### config.mk
export PLATFORM = sky130hd
export DESIGN_NAME = peripheral_subsystem
export DESIGN_NICKNAME = d
export VERILOG_FILES = /design/src/logic/periph_pkg.sv /design/src/logic/peripheral_subsystem.sv /design/src/logic/irq_ctrl.sv /design/src/logic/timer_regs.sv /design/src/logic/gpio_regs.sv /design/src/logic/reg_demux.sv /design/src/logic/obi_to_reg.sv
export SDC_FILE = /design/constraint.sdc
export NUM_CORES = 1
export LEC_CHECK = 0
export BUFFER_PORTS_ARGS = -buffer_cell sky130_fd_sc_hd__clkbuf_2
export CORE_UTILIZATION = 55
export CTS_BUF_LIST = sky130_fd_sc_hd__clkbuf_4
export CTS_CLUSTER_SIZE = 12
export DETAILED_ROUTE_END_ITERATION = 10
export PLACE_DENSITY = 0.86
export SLEW_MARGIN = 20
export SYNTH_ARGS = -nofsm -noshare
export SYNTH_HDL_FRONTEND = slang
export SYNTH_SLANG_ARGS = --single-unit
### constraint.sdc
create_clock -name clk_i -period 7.2 [get_ports clk_i]
set_input_delay 1.08 -clock clk_i [delete_from_list [all_inputs] [get_ports clk_i]]
set_output_delay 1.08 -clock clk_i [all_outputs]
set_load 0.1 [all_outputs]
### src/logic/periph_pkg.sv
// Peripheral subsystem shared definitions
// Bus widths, region map, register offsets and interrupt source numbering
package periph_pkg;

  localparam int unsigned AddrWidth = 32;
  localparam int unsigned DataWidth = 32;
  localparam int unsigned BeWidth   = DataWidth / 8;

  // Region select is addr[11:8] inside a 4 KiB window
  localparam int unsigned NumRegions   = 3;
  localparam int unsigned RegionSelLsb = 8;
  localparam int unsigned RegionSelMsb = 11;

  localparam int unsigned GpioRegion  = 0;
  localparam int unsigned TimerRegion = 1;
  localparam int unsigned IrqRegion   = 2;

  localparam logic [RegionSelLsb-1:0] GpioDataIn     = 8'h00;
  localparam logic [RegionSelLsb-1:0] GpioDataOut    = 8'h04;
  localparam logic [RegionSelLsb-1:0] GpioOutEn      = 8'h08;
  localparam logic [RegionSelLsb-1:0] GpioIntrEn     = 8'h0C;
  localparam logic [RegionSelLsb-1:0] GpioIntrStatus = 8'h10;

  localparam logic [RegionSelLsb-1:0] TimerCtrl    = 8'h00;
  localparam logic [RegionSelLsb-1:0] TimerCount   = 8'h04;
  localparam logic [RegionSelLsb-1:0] TimerCompare = 8'h08;

  localparam logic [RegionSelLsb-1:0] IrqEnable  = 8'h00;
  localparam logic [RegionSelLsb-1:0] IrqPending = 8'h04;
  localparam logic [RegionSelLsb-1:0] IrqClaim   = 8'h08;
  localparam logic [RegionSelLsb-1:0] IrqMsip    = 8'h0C;

  localparam int unsigned MaxSources = 32;
  localparam int unsigned IrqIdWidth = 5;

  // Source 0 is reserved, GPIO pins start at 1
  function automatic int unsigned timer_src_id(input int unsigned gpio_width);
    return gpio_width + 1;
  endfunction

  function automatic int unsigned ext_src_base(input int unsigned gpio_width);
    return gpio_width + 2;
  endfunction

  function automatic logic [DataWidth-1:0] merge_be(input logic [DataWidth-1:0] old_data,
                                                    input logic [DataWidth-1:0] new_data,
                                                    input logic [BeWidth-1:0]   be);
    logic [DataWidth-1:0] result;
    result = old_data;
    for (int b = 0; b < BeWidth; b++) begin
      if (be[b]) result[8*b+:8] = new_data[8*b+:8];
    end
    return result;
  endfunction

endpackage
### src/logic/peripheral_subsystem.sv
// Peripheral subsystem top level
// OBI bridge, register demux, GPIO, timer and interrupt controller
module peripheral_subsystem #(
  parameter int unsigned GpioWidth = 16,
  parameter int unsigned NumExtIrq = 8
) (
  input  logic                             clk_i,
  input  logic                             rst_n_i,
  input  logic                             req_i,
  input  logic [periph_pkg::AddrWidth-1:0] addr_i,
  input  logic                             we_i,
  input  logic [periph_pkg::BeWidth-1:0]   be_i,
  input  logic [periph_pkg::DataWidth-1:0] wdata_i,
  output logic                             gnt_o,
  output logic                             rvalid_o,
  output logic [periph_pkg::DataWidth-1:0] rdata_o,
  output logic                             err_o,
  input  logic [GpioWidth-1:0]             gpio_i,
  output logic [GpioWidth-1:0]             gpio_o,
  output logic [GpioWidth-1:0]             gpio_en_o,
  input  logic [NumExtIrq-1:0]             intr_ext_i,
  output logic                             irq_o,
  output logic                             msip_o
);
  import periph_pkg::*;

  localparam int unsigned NumSrc = GpioWidth + NumExtIrq + 2;

  logic                                  reg_valid;
  logic [AddrWidth-1:0]                  reg_addr;
  logic                                  reg_we;
  logic [BeWidth-1:0]                    reg_be;
  logic [DataWidth-1:0]                  reg_wdata;
  logic [DataWidth-1:0]                  reg_rdata;
  logic                                  reg_err;
  logic [NumRegions-1:0]                 sel_valid;
  logic [NumRegions-1:0][DataWidth-1:0]  sel_rdata;
  logic [GpioWidth-1:0]                  gpio_intr;
  logic                                  timer_intr;
  logic [NumSrc-1:0]                     intr_vector;

  // Source 0 is reserved and tied low
  assign intr_vector[0]                                    = 1'b0;
  assign intr_vector[GpioWidth:1]                          = gpio_intr;
  assign intr_vector[timer_src_id(GpioWidth)]              = timer_intr;
  assign intr_vector[ext_src_base(GpioWidth)+:NumExtIrq]   = intr_ext_i;

  obi_to_reg u_obi_to_reg (
    .clk_i       (clk_i),
    .rst_n_i     (rst_n_i),
    .req_i       (req_i),
    .addr_i      (addr_i),
    .we_i        (we_i),
    .be_i        (be_i),
    .wdata_i     (wdata_i),
    .gnt_o       (gnt_o),
    .rvalid_o    (rvalid_o),
    .rdata_o     (rdata_o),
    .err_o       (err_o),
    .reg_valid_o (reg_valid),
    .reg_addr_o  (reg_addr),
    .reg_we_o    (reg_we),
    .reg_be_o    (reg_be),
    .reg_wdata_o (reg_wdata),
    .reg_rdata_i (reg_rdata),
    .reg_err_i   (reg_err)
  );

  reg_demux u_reg_demux (
    .reg_valid_i (reg_valid),
    .reg_addr_i  (reg_addr),
    .reg_rdata_o (reg_rdata),
    .reg_err_o   (reg_err),
    .sel_valid_o (sel_valid),
    .sel_rdata_i (sel_rdata)
  );

  gpio_regs #(
    .GpioWidth (GpioWidth)
  ) u_gpio_regs (
    .clk_i     (clk_i),
    .rst_n_i   (rst_n_i),
    .valid_i   (sel_valid[GpioRegion]),
    .addr_i    (reg_addr[RegionSelLsb-1:0]),
    .we_i      (reg_we),
    .be_i      (reg_be),
    .wdata_i   (reg_wdata),
    .rdata_o   (sel_rdata[GpioRegion]),
    .gpio_i    (gpio_i),
    .gpio_o    (gpio_o),
    .gpio_en_o (gpio_en_o),
    .intr_o    (gpio_intr)
  );

  timer_regs u_timer_regs (
    .clk_i   (clk_i),
    .rst_n_i (rst_n_i),
    .valid_i (sel_valid[TimerRegion]),
    .addr_i  (reg_addr[RegionSelLsb-1:0]),
    .we_i    (reg_we),
    .be_i    (reg_be),
    .wdata_i (reg_wdata),
    .rdata_o (sel_rdata[TimerRegion]),
    .intr_o  (timer_intr)
  );

  irq_ctrl #(
    .NumSrc (NumSrc)
  ) u_irq_ctrl (
    .clk_i   (clk_i),
    .rst_n_i (rst_n_i),
    .valid_i (sel_valid[IrqRegion]),
    .addr_i  (reg_addr[RegionSelLsb-1:0]),
    .we_i    (reg_we),
    .wdata_i (reg_wdata),
    .rdata_o (sel_rdata[IrqRegion]),
    .src_i   (intr_vector),
    .irq_o   (irq_o),
    .msip_o  (msip_o)
  );

endmodule

### src/logic/irq_ctrl.sv
// Platform interrupt controller
// Gateways, enable mask, claim/complete and a software interrupt bit
module irq_ctrl #(
  parameter int unsigned NumSrc = 26
) (
  input  logic                                clk_i,
  input  logic                                rst_n_i,
  input  logic                                valid_i,
  input  logic [periph_pkg::RegionSelLsb-1:0] addr_i,
  input  logic                                we_i,
  input  logic [periph_pkg::DataWidth-1:0]    wdata_i,
  output logic [periph_pkg::DataWidth-1:0]    rdata_o,
  input  logic [NumSrc-1:0]                   src_i,
  output logic                                irq_o,
  output logic                                msip_o
);
  import periph_pkg::*;

  logic [NumSrc-1:0]     enable_q;
  logic [NumSrc-1:0]     pending_q;
  logic [NumSrc-1:0]     in_service_q;
  logic                  msip_q;
  logic [MaxSources-1:0] pend_en;
  logic [IrqIdWidth-1:0] claim_id;
  logic [NumSrc-1:0]     set_mask;
  logic [NumSrc-1:0]     claim_mask;
  logic [NumSrc-1:0]     complete_mask;
  logic                  claim_rd;
  logic                  claim_wr;

  assign pend_en  = MaxSources'(pending_q & enable_q);
  assign claim_rd = valid_i & ~we_i & (addr_i == IrqClaim);
  assign claim_wr = valid_i & we_i & (addr_i == IrqClaim);

  // Lowest pending enabled ID, source 0 never wins
  always_comb begin
    claim_id = '0;
    for (int i = MaxSources - 1; i > 0; i--) begin
      if (pend_en[i]) claim_id = IrqIdWidth'(i);
    end
  end

  // Gateway holds off a source while it is in service
  assign set_mask      = src_i & enable_q & ~in_service_q & {{(NumSrc-1){1'b1}}, 1'b0};
  assign claim_mask    = claim_rd ? NumSrc'(MaxSources'(1) << claim_id) : '0;
  assign complete_mask = claim_wr ? NumSrc'(MaxSources'(1) << wdata_i[IrqIdWidth-1:0]) : '0;

  always_ff @(posedge clk_i) begin
    if (!rst_n_i) begin
      enable_q     <= '0;
      pending_q    <= '0;
      in_service_q <= '0;
      msip_q       <= 1'b0;
    end else begin
      pending_q    <= (pending_q | set_mask) & ~claim_mask;
      in_service_q <= (in_service_q | claim_mask) & ~complete_mask;
      if (valid_i && we_i && addr_i == IrqEnable) begin
        enable_q <= wdata_i[NumSrc-1:0] & {{(NumSrc-1){1'b1}}, 1'b0};
      end
      if (valid_i && we_i && addr_i == IrqMsip) begin
        msip_q <= wdata_i[0];
      end
    end
  end

  always_comb begin
    case (addr_i)
      IrqEnable:  rdata_o = DataWidth'(enable_q);
      IrqPending: rdata_o = DataWidth'(pending_q);
      IrqClaim:   rdata_o = DataWidth'(claim_id);
      IrqMsip:    rdata_o = DataWidth'(msip_q);
      default:    rdata_o = '0;
    endcase
  end

  assign irq_o  = |(pending_q & enable_q);
  assign msip_o = msip_q;

endmodule

### src/logic/timer_regs.sv
// Compare timer register block
// Free-running counter with a registered level interrupt on count >= compare
module timer_regs (
  input  logic                                clk_i,
  input  logic                                rst_n_i,
  input  logic                                valid_i,
  input  logic [periph_pkg::RegionSelLsb-1:0] addr_i,
  input  logic                                we_i,
  input  logic [periph_pkg::BeWidth-1:0]      be_i,
  input  logic [periph_pkg::DataWidth-1:0]    wdata_i,
  output logic [periph_pkg::DataWidth-1:0]    rdata_o,
  output logic                                intr_o
);
  import periph_pkg::*;

  logic                 en_q;
  logic [DataWidth-1:0] count_q;
  logic [DataWidth-1:0] compare_q;
  logic                 intr_q;
  logic                 wr;

  assign wr = valid_i & we_i;

  always_ff @(posedge clk_i) begin
    if (!rst_n_i) begin
      en_q      <= 1'b0;
      count_q   <= '0;
      compare_q <= '1;
      intr_q    <= 1'b0;
    end else begin
      if (wr && addr_i == TimerCtrl && be_i[0]) begin
        en_q <= wdata_i[0];
      end

      // Software write takes priority over counting
      if (wr && addr_i == TimerCount) begin
        count_q <= merge_be(count_q, wdata_i, be_i);
      end else if (en_q) begin
        count_q <= count_q + 1'b1;
      end

      if (wr && addr_i == TimerCompare) begin
        compare_q <= merge_be(compare_q, wdata_i, be_i);
      end

      intr_q <= en_q & (count_q >= compare_q);
    end
  end

  always_comb begin
    case (addr_i)
      TimerCtrl:    rdata_o = DataWidth'(en_q);
      TimerCount:   rdata_o = count_q;
      TimerCompare: rdata_o = compare_q;
      default:      rdata_o = '0;
    endcase
  end

  assign intr_o = intr_q;

endmodule

### src/logic/gpio_regs.sv
// GPIO register block
// Synchronized inputs, outputs with enables, sticky rising-edge interrupts
module gpio_regs #(
  parameter int unsigned GpioWidth = 16
) (
  input  logic                                clk_i,
  input  logic                                rst_n_i,
  input  logic                                valid_i,
  input  logic [periph_pkg::RegionSelLsb-1:0] addr_i,
  input  logic                                we_i,
  input  logic [periph_pkg::BeWidth-1:0]      be_i,
  input  logic [periph_pkg::DataWidth-1:0]    wdata_i,
  output logic [periph_pkg::DataWidth-1:0]    rdata_o,
  input  logic [GpioWidth-1:0]                gpio_i,
  output logic [GpioWidth-1:0]                gpio_o,
  output logic [GpioWidth-1:0]                gpio_en_o,
  output logic [GpioWidth-1:0]                intr_o
);
  import periph_pkg::*;

  logic [GpioWidth-1:0] sync_q1;
  logic [GpioWidth-1:0] sync_q2;
  logic [GpioWidth-1:0] prev_q;
  logic [GpioWidth-1:0] out_q;
  logic [GpioWidth-1:0] oen_q;
  logic [GpioWidth-1:0] ien_q;
  logic [GpioWidth-1:0] status_q;
  logic [GpioWidth-1:0] rise;
  logic [GpioWidth-1:0] clear;
  logic                 wr;

  assign wr    = valid_i & we_i;
  assign rise  = sync_q2 & ~prev_q & ien_q;
  assign clear = (wr && addr_i == GpioIntrStatus) ? GpioWidth'(merge_be('0, wdata_i, be_i)) : '0;

  always_ff @(posedge clk_i) begin
    if (!rst_n_i) begin
      sync_q1  <= '0;
      sync_q2  <= '0;
      prev_q   <= '0;
      out_q    <= '0;
      oen_q    <= '0;
      ien_q    <= '0;
      status_q <= '0;
    end else begin
      sync_q1  <= gpio_i;
      sync_q2  <= sync_q1;
      prev_q   <= sync_q2;
      // New edge wins over a clear in the same cycle
      status_q <= (status_q & ~clear) | rise;
      if (wr) begin
        case (addr_i)
          GpioDataOut: out_q <= GpioWidth'(merge_be(DataWidth'(out_q), wdata_i, be_i));
          GpioOutEn:   oen_q <= GpioWidth'(merge_be(DataWidth'(oen_q), wdata_i, be_i));
          GpioIntrEn:  ien_q <= GpioWidth'(merge_be(DataWidth'(ien_q), wdata_i, be_i));
          default: ;
        endcase
      end
    end
  end

  always_comb begin
    case (addr_i)
      GpioDataIn:     rdata_o = DataWidth'(sync_q2);
      GpioDataOut:    rdata_o = DataWidth'(out_q);
      GpioOutEn:      rdata_o = DataWidth'(oen_q);
      GpioIntrEn:     rdata_o = DataWidth'(ien_q);
      GpioIntrStatus: rdata_o = DataWidth'(status_q);
      default:        rdata_o = '0;
    endcase
  end

  assign gpio_o    = out_q;
  assign gpio_en_o = oen_q;
  assign intr_o    = status_q;

endmodule

### src/logic/reg_demux.sv
// Register-bus address decoder and demultiplexer
// Unmapped regions and addresses above the window answer with an error
module reg_demux (
  input  logic                                                     reg_valid_i,
  input  logic [periph_pkg::AddrWidth-1:0]                         reg_addr_i,
  output logic [periph_pkg::DataWidth-1:0]                         reg_rdata_o,
  output logic                                                     reg_err_o,
  output logic [periph_pkg::NumRegions-1:0]                        sel_valid_o,
  input  logic [periph_pkg::NumRegions-1:0][periph_pkg::DataWidth-1:0] sel_rdata_i
);
  import periph_pkg::*;

  localparam int unsigned SelWidth = RegionSelMsb - RegionSelLsb + 1;

  logic [SelWidth-1:0] region;
  logic                upper_zero;
  logic                hit;

  assign region     = reg_addr_i[RegionSelMsb:RegionSelLsb];
  assign upper_zero = (reg_addr_i[AddrWidth-1:RegionSelMsb+1] == '0);

  always_comb begin
    sel_valid_o = '0;
    reg_rdata_o = '0;
    hit         = 1'b0;
    for (int i = 0; i < NumRegions; i++) begin
      if (upper_zero && (int'(region) == i)) begin
        hit            = 1'b1;
        sel_valid_o[i] = reg_valid_i;
        reg_rdata_o    = sel_rdata_i[i];
      end
    end
    // Decode error returns zero data
    reg_err_o = reg_valid_i & ~hit;
  end

endmodule

### src/logic/obi_to_reg.sv
// OBI to register-bus bridge
// Grants every request at once, response follows one cycle later
module obi_to_reg (
  input  logic                             clk_i,
  input  logic                             rst_n_i,
  input  logic                             req_i,
  input  logic [periph_pkg::AddrWidth-1:0] addr_i,
  input  logic                             we_i,
  input  logic [periph_pkg::BeWidth-1:0]   be_i,
  input  logic [periph_pkg::DataWidth-1:0] wdata_i,
  output logic                             gnt_o,
  output logic                             rvalid_o,
  output logic [periph_pkg::DataWidth-1:0] rdata_o,
  output logic                             err_o,
  output logic                             reg_valid_o,
  output logic [periph_pkg::AddrWidth-1:0] reg_addr_o,
  output logic                             reg_we_o,
  output logic [periph_pkg::BeWidth-1:0]   reg_be_o,
  output logic [periph_pkg::DataWidth-1:0] reg_wdata_o,
  input  logic [periph_pkg::DataWidth-1:0] reg_rdata_i,
  input  logic                             reg_err_i
);
  import periph_pkg::*;

  logic                 accept;
  logic                 rvalid_q;
  logic                 err_q;
  logic [DataWidth-1:0] rdata_q;

  // No back-pressure, grant follows request
  assign gnt_o  = req_i;
  assign accept = req_i & gnt_o;

  assign reg_valid_o = accept;
  assign reg_addr_o  = addr_i;
  assign reg_we_o    = we_i;
  assign reg_be_o    = be_i;
  assign reg_wdata_o = wdata_i;

  always_ff @(posedge clk_i) begin
    if (!rst_n_i) begin
      rvalid_q <= 1'b0;
      err_q    <= 1'b0;
    end else begin
      rvalid_q <= accept;
      err_q    <= accept & reg_err_i;
    end
  end

  // Write responses carry zero data
  always_ff @(posedge clk_i) begin
    if (accept) rdata_q <= we_i ? '0 : reg_rdata_i;
  end

  assign rvalid_o = rvalid_q;
  assign err_o    = err_q;
  assign rdata_o  = rdata_q;

endmodule

# Word level (Yosys, flattened, before mapping)
# Cells that the tools add are included.
# W data, S select, Z words.
# totals
register_bits,290
latch_bits,0
ramBits,0
romBits,0
inputBits,96
n_memories,0
# op_classes
addsub,1
multipliers,0
div,0
order_cmp,1
n_eq_ne,10
shift,2
n_mux,54
bitwise,28
reduce_logical,30
# ops
operator,count
$mux W32,5
$and A26 B26 Y26,6
$mux W5,31
$pmux W26 S4,1
$pmux W32 S3,1
$pmux W16 S5,1
$not A26 Y26,3
$mux W26,2
$or A26 B26 Y26,2
$shl A1 B5 Y26 const A,2
$and A16 B16 Y16,3
$mux W8,6
$add A32 B1 Y32 const B,1
$ge A32 B32 Y1,1
$not A16 Y16,2
$reduce_or A26 Y1,1
$logic_not A20 Y1,1
$reduce_and A3 Y1,6
$eq A8 B4 Y1 const B,2
$mux W16,1
$or A16 B16 Y16,1
$reduce_and A2 Y1,8
$logic_and A1 B1 Y1,11
$and A1 B1 Y1,9
other kinds (10),19

# Longest topological paths before layout
# Gate-level depths: netlist of run 1.
# logic_depth
depth_word,35
depth_mapped,9
depth_no_buf,8

# Cells and area by module
# From an unflattened synthesis of run 1, not the netlist that was laid out.
# hier_totals
hier_cells,1736
hier_area_um2,15999.1
# modules_own_cells
mod,n_inst,cells_each,area_per_inst_um2,seq_area_each_um2
gpio_regs,1,489,4748.3,2242.2
timer_regs,1,520,4234.1,1321.3
irq_ctrl,1,452,4082.7,1541.5
obi_to_reg,1,142,1769.2,1001.0
reg_demux,1,132,1161.1,0.0
peripheral_subsystem,1,1,3.8,0.0

# Worst setup path before layout of run 1
# No wires, ideal clock.
# synth_timing
kind,input to register
startpoint,input addr_i[16] (netlist bit)
endpoint,"register u_obi_to_reg.rdata_q[24], in the netlist u_obi_to_reg.rdata_o[24], data pin"
setup_ps,274
t_arrival_ps,2839
required_time_ps,6926
slack_ps,4088
cell_stages,9
n_path_buf,3
path_cell_list,nor4_1 -> nand3_1 -> buf_2 -> nor2_1 -> a21oi_1 -> nand3_1 -> clkbuf_1 -> buf_2 -> o22ai_1
# synth_between
elab_chain_cells,4
word_cells_on_any_way,5
cone_classes,mux: 2; reduce/logical: 3
# synth_lines
element,line_no,source
from (decl),peripheral_subsystem.sv:10,"input logic [periph_pkg::AddrWidth-1:0] addr_i,"
$logic_not A20 Y1 (*),reg_demux.sv:20,assign upper_zero = (reg_addr_i[AddrWidth-1:RegionSelMsb+1] == '0);
$logic_and A1 B1 Y1,reg_demux.sv:27,if (upper_zero && (int'(region) == i)) begin
$mux W32,reg_demux.sv:27,
$mux W32 (*),reg_demux.sv:27,
to (signal assigned),obi_to_reg.sv:52,if (accept) rdata_q <= we_i ? '0 : reg_rdata_i;
to (decl),obi_to_reg.sv:28,logic [DataWidth-1:0] rdata_q;
# Every way passes the cells marked *; elsewhere a longest branch is shown, timed or not.
# A chain may end at the register's enable or synchronous reset.

# Worst setup path in the final report of run 1
# layout_timing
startpoint,register u_irq_ctrl.pending_q[2]
endpoint,output irq_o
# layout_between
elab_chain_cells,2
# layout_lines
element,line_no,source
from (decl),irq_ctrl.sv:20,logic [NumSrc-1:0] pending_q;
from (signal assigned),irq_ctrl.sv:55,pending_q <= (pending_q | set_mask) & ~claim_mask;
$and A26 B26 Y26,irq_ctrl.sv:76,assign irq_o = |(pending_q & enable_q);
$reduce_or A26 Y1,irq_ctrl.sv:76,
to (decl),peripheral_subsystem.sv:22,"output logic irq_o,"
# No other way between the ends.

==> impl_results.md, run 1 <==
* Worst path arrival time at 3010 ps
* Resized Gates After CTS at 0
* Mapped Area at ~0.014 mm2
* Data required, critical path at 6120 ps
* Register area share after synthesis at 0.437
* Die ar. at 0.0261 mm2
* Worst skew pair latency at 730 ps
* DRT antenna net count at 0
* Cts bufs inserted at 77
* Residual DRC count at 0
* Share of layout cells above drive strength 1 at 0.187
* CTS tree: done
* Worst Tran Pin Value at 1160 ps
* Max-slew headroom at 0.221
* Most frequent cell after synthesis: nand2_1
* Mapped Cells at between 1500 and 2000
* # H-tree levels at 3
* EDFF count, synth at 32
* Initial antenna violation count at 2
* Largest area contributor in the netlist: dfxtp_1
* Netlist cell types at 75
* Num rows at 57
* WL/cell at 21.9 um
* Port-buffer cells at 164
* Total negative slack at 0 ps
* Nets at 1929
* Routed vias/inst at 6.49
* Clk slew on worst S/H paths at ~60 ps
* Die width at 161 um
* Top cells by area, synth: dfxtp_1 (37%), nand2_1 (7.1%), edfxtp_1 (6.9%)
* First-pass GRT wire length at between 70000 and 80000 um
* Async SR Flop Fraction at 0
* Period utilization at 0.569
* Grt ovf at 0
* Total GRT Usage at 0.363
* Type of the most critical hold path: register to register
* Vias in the first global route at 13200
* Prevailing post-synth register cell: dfxtp_1
* Max Root-Sink Buffers at 3
* Worst VDD drop at 0.000169 V
* Post-route clock skew at just over 50 ps
* CP Launch Type: register
* Mapped Nets at 1768
* CP max FO at 6
* Outcome: finished, final reports clean
* MaxCap Viol Count at 0
* Die Y at 161 um
* I/O pins at about 170
* Hold WS at 431 ps
* Routability cong. at 0.992
* Pleak at 6.47 nW
* Tot Pwr at roughly 3.3 mW
* Top cells by count, synth: nand2_1 (264), dfxtp_1 (257), a21oi_1 (142)
* Initial Util at 0.568
* DR pass1 iterations at 6
* # Post-CTS Setup Buffers at 0
* Final Hold Viols at 0
* Share of the synthesized area in the top cell type at 0.368
* Initial DRC count at 2089
* DP Wirelength at around 34000 um
* Max-slew violations at 0
* P&R area growth vs syn at 14.2%
* Synthesized flop and latch total at 289
* Core area at 0.0246 mm2
* FMAX at 244 MHz
* Largest net degree at the start of global routing at 89
* Syn_area_per_cell at 8.53 um2
* Crit path kind: register to output port
* Final Critical Period at 4090 ps
* Root cell of the clock tree: clkbuf_4
* Via count at 14200
* Final setup fails at 0
* Power Density at 209 mW/mm2
* Unrepaired setup endpoints after global routing: false
* Clock sinks at slightly below 300
* Cts hold-fix bufs at 0
* Yosys warning total at 0
* Final WL at 47700 um
* Crit. End Element: output port
## cell usage in the layout, fill, tap and decap left out, drive strengths merged, types with 18 or more instances in the layout
| master | synthesis | final |
|---|---|---|
| nand2 | 264 | 264 |
| o21ai | 94 | 94 |
| a21oi | 142 | 142 |
| dfxtp | 257 | 257 |
| and2 | 70 | 70 |
| mux2i | 24 | 24 |
| clkbuf | 82 | 280 |
| and3 | 22 | 22 |
| edfxtp | 32 | 32 |
| nand4 | 18 | 18 |
| ha | 33 | 33 |
| o211ai | 50 | 50 |
| inv | 59 | 60 |
| nor4 | 18 | 18 |
| nor3 | 30 | 30 |
| nand3b | 18 | 18 |
| nor2 | 88 | 88 |
| nand3 | 44 | 44 |
| a22oi | 76 | 76 |
## worst max-delay path: stages, from the launching register on
cell and delay (ps):
dfxtp_1 390, a222oi_1 570, nand3_1 420, or4_1 560
clkbuf_2 400
## registers in the layout, indices dropped and copies added (netlist names)
signal and count:
u_irq_ctrl.msip_o 1, u_obi_to_reg.err_o 1, u_timer_regs.intr_o 1, u_gpio_regs.gpio_en_o 16, u_timer_regs.count_q 32, u_gpio_regs.prev_q 16
u_irq_ctrl.enable_q 25, u_obi_to_reg.rvalid_o 1, u_gpio_regs.sync_q2 16, u_gpio_regs.sync_q1 16, u_obi_to_reg.rdata_o 32, u_gpio_regs.ien_q 16
u_irq_ctrl.pending_q 26, u_irq_ctrl.in_service_q 25, u_timer_regs.en_q 1, u_gpio_regs.intr_o 16, u_gpio_regs.gpio_o 16, u_timer_regs.compare_q 32
## per-stage QoR
step                utilization  area, um2  instances  setup slack [ps]
floorplan                     -      14000       1639              4090
global placement          0.607      14900       2045              2650
detailed placement        0.607      14900       2045              2470
CTS                       0.648      15900       2179              3090
global route              0.649      16000       2181              2890
finish                    0.649      16000       2181              3110
## cells by family (layout without fill, tap and decap cells)
| group | Yosys count | in the layout | share of synthesized area |
|---|---|---|---|
| multiplexers | 38 | 38 | 0.0285 |
| other | 0 | 2 | 0 |
| AO/OA/AOI/OAI | 514 | 514 | 0.246 |
| adder cells (fa/ha/maj) | 33 | 33 | 0.0295 |
| flip-flops | 289 | 289 | 0.437 |
| AND/OR/NAND/NOR | 610 | 610 | 0.216 |
| buffers and inverters | 155 | 371 | 0.0427 |
## path summary, 6_finish.rpt
| kind | startpoint | to | slack (ps) | cells after the start |
|---|---|---|---|---|
| worst min-delay path | u_gpio_regs.sync_q1[5]$_SDFF_PN0_ | u_gpio_regs.sync_q2[5]$_SDFF_PN0_ | 430 | 1 |
| worst max-delay path | u_irq_ctrl.pending_q[2]$_SDFF_PN0_ | irq_o | 3110 | 4 |
| worst min register to register | u_gpio_regs.sync_q1[5]$_SDFF_PN0_ | u_gpio_regs.sync_q2[5]$_SDFF_PN0_ | 430 | 1 |
| worst max register to register | u_irq_ctrl.enable_q[13]$_SDFFE_PN0P_ | u_irq_ctrl.pending_q[2]$_SDFF_PN0_ | 4070 | 6 |
## where the power goes
part,internal (mW),switching [mW],total (mW)
Clock,0.783,0.712,1.50
Combinational,0.0401,0.144,0.184
Sequential,1.64,0.00788,1.65
## area by class of cell
cell class | count | area [um2]
fillers | 2082 | 8640
multi-input cells | 1195 | 7290
repair buffers | 178 | 928
clock buffers | 117 | 878
well taps | 324 | 405
clock inverters | 17 | 124
diodes | 2 | 5.00
inverters | 59 | 223
flip-flops and latches | 289 | 6110
## per-layer routing
metal / vias to the layer above / wire length, um / global-route usage / share of wire
met5: - / 0 / 0 / 0
met2: 969 / 21000 / 0.557 / 0.44
li1: 6407 / - / - / -
met1: 6588 / 18200 / 0.470 / 0.38
met3: 198 / 5370 / 0.0714 / 0.11
met4: 0 / 3030 / 0.229 / 0.064
(Power assumes the default switching activity.)
==> inputs of run 2 (changes only) <==
--- a/config.mk
+++ b/config.mk
@@ -5,6 +5,7 @@
 export SDC_FILE = /design/constraint.sdc
 export NUM_CORES = 1
 export LEC_CHECK = 0
+export ABC_AREA = 1
 export BUFFER_PORTS_ARGS = -buffer_cell sky130_fd_sc_hd__clkbuf_2
 export CORE_UTILIZATION = 55
 export CTS_BUF_LIST = sky130_fd_sc_hd__clkbuf_4
==> constraint.sdc (replaced) <==
create_clock -name clk_i -period 4 [get_ports clk_i]
set_input_delay 0.6 -clock clk_i [delete_from_list [all_inputs] [get_ports clk_i]]
set_output_delay 0.6 -clock clk_i [all_outputs]
set_load 0.1 [all_outputs]
==> run 2 against run 1 <==
  * Combinational power is 87% higher
  * Total power is 80% higher
  * Worst setup slack worse by 2800 ps
  * Die area is 0.98% higher
  * Clock skew is 31 ps higher
  * Cell count is 13% higher
  * First-iteration DRC count is 32% lower
  * Clock-buffer cell count is 7 lower
  * Worst hold slack worse by 350 ps
  * Design area is 1.5% higher
  * Register-to-register slack worse by 3000 ps
  * Wire length is 2.0% lower
  * Largest cell class unchanged
  * Largest power group unchanged
==> impl_results.md, run 2 <==
* Commonest cells after routing, fill and taps aside: nand2_1 (334), inv_1 (287), dfxtp_1 (255)
* Netlist cell types at 55 (-27%)
* CP max FO at 8 (+2)
* Grt ovf at 0 (unchanged)
* Filler cells at 2233 (+7.3%)
* Async SR Flop Fraction at 0 (unchanged)
* Die ar. at 0.0263 mm2 (+0.98%)
* Worst Tran Pin Value at 1110 ps (-51.0 ps)
* FMAX at 271 MHz
* Max-slew headroom at 0.252 (+0.0308)
* Port-buffer cells at 164 (unchanged)
* MaxCap Viol Count at 0 (unchanged)
* Root cell of the clock tree: clkbuf_4
* Num rows at 58 (+1.8%)
* Yosys warning total at 0 (unchanged)
* Tot Pwr at 5.98 mW (+80%)
* Most frequent cell after synthesis: nand2_1
* Prevailing post-synth register cell: dfxtp_1
* Mapped Area at 0.0141 mm2 (+0.99%)
* Final WL at 46700 um (-2.0%)
* Residual DRC count at 0 (unchanged)
* DR pass1 iterations at 8 (+2)
* Clk slew on worst S/H paths at 60 ps (about the same)
* Synthesized flop and latch total at 289 (unchanged)
* Routed vias/inst at 5.87 (-9.6%)
* CTS tree: done
* Cts bufs inserted at 77 (unchanged)
* Top cells by count, synth: nand2_1 (339), inv_1 (288), dfxtp_1 (257)
* Largest area contributor in the netlist: dfxtp_1
* Max-slew violations at 0 (unchanged)
* Final Hold Viols at 0 (unchanged)
* Vias in the first global route at 13800 (+4.5%)
* Cts hold-fix bufs at 0 (unchanged)
* Data required, critical path at 3400 ps (-2720 ps)
* Die Y at 162 um (+0.49%)
* Outcome: finished, final reports clean
* Final setup fails at 0 (unchanged)
* Register area share after synthesis at 0.433 (-0.00430)
* Largest net degree at the start of global routing at 152 (+71%)
* EDFF count, synth at 32 (unchanged)
* Mapped Nets at 2032 (+15%)
* P&R area growth vs syn at 14.8%
* Max Root-Sink Buffers at 3 (unchanged)
* DP Wirelength at 33100 um (-2.7%)
* Type of the most critical hold path: input pin to register
* Worst path arrival time at 3090 ps (+80 ps)
* Register area at 0.00611 mm2 (about the same)
* Initial DRC count at 1430 (-32%)
* Mapped Cells at 1903 (+16%)
* Initial antenna violation count at 1 (-1)
* Power Density at 369 mW/mm2 (+77%)
* Nets at 2208 (+14%)
* DRT antenna net count at 0 (unchanged)
* Share of layout cells above drive strength 1 at 0.174 (-0.0131)
* Crit. End Element: output port
* Via count at 14500 (+2.1%)
* Commonest non-fill, non-tap cell in the layout: nand2_1
* Worst skew pair latency at 730 ps (about the same)
* Routability cong. at 1.03 (+4.0%)
* Hold WS at 81.2 ps (-350 ps)
* I/O pins at 165 (unchanged)
* WL/cell at 19.0 um (-13%)
* # H-tree levels at 3 (unchanged)
* Multi-input logic area at 0.00655 mm2 (-10%)
* Period utilization at 0.923
* Syn_area_per_cell at 7.42 um2 (-13%)
* Top cells by area, synth: dfxtp_1 (36%), nand2_1 (9.0%), inv_1 (7.7%)
* Pleak at 7.39 nW (+14%)
* Core area at 0.0252 mm2 (+2.3%)
* First-pass GRT wire length at 72900 um (about the same)
* Total GRT Usage at 0.356 (-0.00686)
* Post-route clock skew at 82.5 ps (+30.6 ps)
* Share of the synthesized area in the top cell type at 0.365 (-0.00362)
* Final Critical Period at 3690 ps
* Die width at 162 um (+0.49%)
* Crit path kind: register to output port
* CP Launch Type: register
* Initial Util at 0.561 (-0.00750)
* Clock sinks at 289 (unchanged)
* Worst VDD drop at 0.000236 V (+39%)
run 2: what timing repair did:
item / CTS / global route
buffers inserted: 0 / 2
setup endpoints to repair: 0 / 1
gates resized for setup: 0 / 16
run 2: worst max-delay path, cell delays in order, from the launching register on:
cell and delay [ps]:
dfxtp_1 360, nand2_1 90, nand2_1 100, a31oi_1 80
nor2_1 170, nor2_1 60, nor2_1 80, nor2_1 40
nor2_1 90, nor2_1 50, o21bai_1 260, nand2_1 310
nand3_2 200, inv_2 50, nand2_2 100, nor2_4 60
nand2_2 100, buf_12 190
run 2: path summary, 6_finish.rpt:
kind                                   startpoint  cells after the start  slack, ps                                    end
max          u_irq_ctrl.enable_q[23]$_SDFFE_PN0P_                     17        310                                  irq_o
max reg2reg  u_timer_regs.count_q[1]$_SDFFE_PN0P_                     14       1050  u_timer_regs.count_q[28]$_SDFFE_PN0P_
min reg2reg     u_gpio_regs.sync_q1[4]$_SDFF_PN0_                      2        400      u_gpio_regs.sync_q2[4]$_SDFF_PN0_
min                                     gpio_i[8]                      3         80      u_gpio_regs.sync_q1[8]$_SDFF_PN0_
run 2: layout make-up:
type | instances | area share
sequential | 289 | 0.377
timing repair buffer | 184 | 0.0618
tap | 330 | 0.0255
antenna | 1 | 0.000154
clock inverter | 23 | 0.00973
multi-input combinational | 1223 | 0.404
clock buffer | 110 | 0.0510
inverter | 304 | 0.0705
run 2: through the flow:
| stage | TNS [ps] | setup WS, ps | area [um2] | cells | util |
|---|---|---|---|---|---|
| floorplan | 0 | 1030 | 14100 | 1903 | - |
| global placement | 0 | 888 | 15200 | 2328 | 0.602 |
| detailed placement | 0 | 799 | 15200 | 2328 | 0.602 |
| CTS | 0 | 37.7 | 16100 | 2461 | 0.641 |
| global route | -0.897 | -0.897 | 16200 | 2464 | 0.643 |
| finish | 0 | 307 | 16200 | 2464 | 0.643 |
run 2: report_power, final:
| group | switching (mW) | leakage, nW | internal (mW) |
|---|---|---|---|
| Clock | 1.27 | 0.574 | 1.40 |
| Sequential | 0.0151 | 2.41 | 2.96 |
| Combinational | 0.274 | 4.41 | 0.0706 |
run 2: metal layers:
metal	track usage	wire length, um	up-vias	share of wire
met4	0.226	2930	0	0.063
met1	0.429	18000	6608	0.39
met5	0	0	-	0
met3	0.0802	4850	217	0.10
li1	-	-	6781	-
met2	0.576	20900	852	0.45
run 2: logic make-up (layout without fill, tap and decap cells):
kind of cell,count (synthesis),in the layout,share of synthesized area
mux,1,1,0.000709
other cells,0,1,0
compound gates,482,482,0.197
flops,289,289,0.433
buf+inv,391,621,0.106
simple gates,689,689,0.224
xor+xnor,18,18,0.0112
fa+ha+maj,33,33,0.0293
==> inputs of run 3 (changes only) <==
--- a/config.mk
+++ b/config.mk
@@ -6,12 +6,12 @@
 export NUM_CORES = 1
 export LEC_CHECK = 0
 export ABC_AREA = 1
-export BUFFER_PORTS_ARGS = -buffer_cell sky130_fd_sc_hd__clkbuf_2
 export CORE_UTILIZATION = 55
 export CTS_BUF_LIST = sky130_fd_sc_hd__clkbuf_4
 export CTS_CLUSTER_SIZE = 12
 export DETAILED_ROUTE_END_ITERATION = 10
-export PLACE_DENSITY = 0.86
+export DONT_BUFFER_PORTS = 1
+export PLACE_DENSITY = 0.8
 export SLEW_MARGIN = 20
 export SYNTH_ARGS = -nofsm -noshare
 export SYNTH_HDL_FRONTEND = slang
==> run 3 against run 2 <==
  * First-iteration DRC count is 5.2% lower
  * Total power is 1.9% lower
  * Die area stayed put
  * Register-to-register slack better by 70 ps
  * Wire length is 0.20% higher
  * Global-route usage hardly changed
  * Non-clock buffer count is 140 lower
==> impl_results.md, run 3 (synthesized netlist as in run 2, its figures left out) <==
* Outcome: finished, final reports clean
* Residual DRC count at 0 (unchanged)
* Crit-path slowest cell: dfxtp_1
* Die ar. at 0.0263 mm2 (unchanged)
* Final Critical Period at 3710 ps (+18.2 ps)
* Vias in the first global route at 13200 (-3.9%)
* Final setup fails at 0 (unchanged)
* Via count at 13700 (-5.0%)
* Post-route clock skew at 42.8 ps (-39.7 ps)
* CP top delay family: simple AND/OR/NAND/NOR gates
* Clk slew on worst S/H paths at 80 ps (+20 ps)
* Crit path kind: register to output port
* R2r setup slk at 1120 ps (+70 ps)
* Final WL at 46800 um (+0.20%)
* Commonest cells after routing, fill and taps aside: nand2_1 (336), inv_1 (288), dfxtp_1 (255)
* Clock sinks at 289 (unchanged)
* Type of the most critical hold path: input pin to register
* Unrepaired setup endpoints after global routing: false
* Die width at 162 um (unchanged)
* CP max FO at 5 (-3)
* Nets at 2067 (-6.4%)
* Initial DRC count at 1356 (-5.2%)
* Worst skew pair latency at 710 ps (-20 ps)
* FMAX at 269 MHz (-0.49%)
* First-pass GRT wire length at 72300 um (-0.90%)
* I/O pins at 165 (unchanged)
* Max-slew violations at 0 (unchanged)
* Final Hold Viols at 0 (unchanged)
* Share of layout cells above drive strength 1 at 0.109 (-0.0649)
* Grt ovf at 0 (unchanged)
* Pleak at 6.80 nW (-8.0%)
* Max Root-Sink Buffers at 3 (unchanged)
* Max-slew headroom at 0.276 (+0.0244)
* Core area at 0.0252 mm2 (unchanged)
* CP Launch Type: register
* Largest net degree at the start of global routing at 196 (+29%)
* Root cell of the clock tree: clkbuf_4
* Die Y at 162 um (unchanged)
* Total negative slack at 0 ps (unchanged)
* Critical path buffer and inverter count at 4 (+2)
* Worst path arrival time at 3110 ps (+20 ps)
* Port-buffer cells at 0 (-100%)
* Total GRT Usage at 0.356 (-0.000458)
* WL/cell at 20.1 um (+5.9%)
* DP Wirelength at 32300 um (-2.5%)
* CTS tree: done
* P&R area growth vs syn at 10.7%
* DRT antenna net count at 0 (unchanged)
* Worst VDD drop at 0.000255 V (+8.3%)
* MaxCap Viol Count at 0 (unchanged)
* DR pass1 iterations at 6 (-2)
* Hold WS at 49.5 ps (-31.7 ps)
* Power Density at 376 mW/mm2 (+1.8%)
* Initial antenna violation count at 1 (unchanged)
* Num rows at 58 (unchanged)
* Data required, critical path at 3400 ps (about the same)
* Largest stage delay, worst path at 330 ps (-30 ps)
* Commonest non-fill, non-tap cell in the layout: nand2_1
* Routability cong. at 0.999 (-3.2%)
* Crit. End Element: output port
* Routed vias/inst at 5.89 (+0.40%)
* Cell repeated most along the worst path: nand2_1
* Initial Util at 0.561 (unchanged)
* # H-tree levels at 3 (unchanged)
* Worst Tran Pin Value at 1080 ps (-28.5 ps)
* Period utilization at 0.928 (+0.00455)
* Cts bufs inserted at 76 (-1.3%)
run 3: worst paths after layout:
kind,start,endpoint,cells after the start
worst max-delay path,u_irq_ctrl.pending_q[25]$_SDFF_PN0_,irq_o,32
worst min register to register,u_gpio_regs.sync_q1[0]$_SDFF_PN0_,u_gpio_regs.sync_q2[0]$_SDFF_PN0_,2
worst max register to register,u_timer_regs.count_q[0]$_SDFFE_PN0P_,u_timer_regs.count_q[28]$_SDFFE_PN0P_,14
worst min-delay path,wdata_i[31],u_timer_regs.count_q[31]$_SDFFE_PN0P_,2
run 3: where the power goes:
part	leakage [nW]	internal [mW]	total, mW	switching [mW]
sequential	2.41	2.96	3.06	0.106
clock	0.591	1.36	2.67	1.31
combinational	3.80	0.0422	0.138	0.0954
run 3: per-layer routing:
| layer | track usage | wire length, um | part of all wire |
|---|---|---|---|
| met4 | 0.185 | 2420 | 0.052 |
| met1 | 0.436 | 18300 | 0.39 |
| met5 | 0 | 0 | 0 |
| met2 | 0.579 | 21300 | 0.45 |
| met3 | 0.0881 | 4820 | 0.10 |
run 3: cell type report:
cell class	count	area [um2]
inverter	304	1140
clock inverter	29	166
fill	2251	9560
tap	330	413
antenna	1	2.50
multi-input combinational	1223	6560
clock buffer	111	833
timing repair buffer	44	399
sequential	289	6110
run 3: timing repair:
item,in CTS,in global routing
hold buffers,18,3
endpoints found under the setup margin,0,1
gates resized for setup,0,13
setup buffers,0,4
hold endpoints to repair,47,7
run 3: stage by stage:
step | instance area (um2) | instances | setup slack [ps] | utilization | power (mW)
finish | 15600 | 2331 | 289 | 0.620 | 5.87
global route | 15600 | 2331 | 3.66 | 0.620 | 6.08
CTS | 15500 | 2323 | 94.7 | 0.616 | 5.88
detailed placement | 14300 | 2165 | 830 | 0.569 | 3.23
global placement | 14300 | 2165 | 873 | 0.569 | 3.23
floorplan | 14100 | 1903 | 1030 | - | 3.23
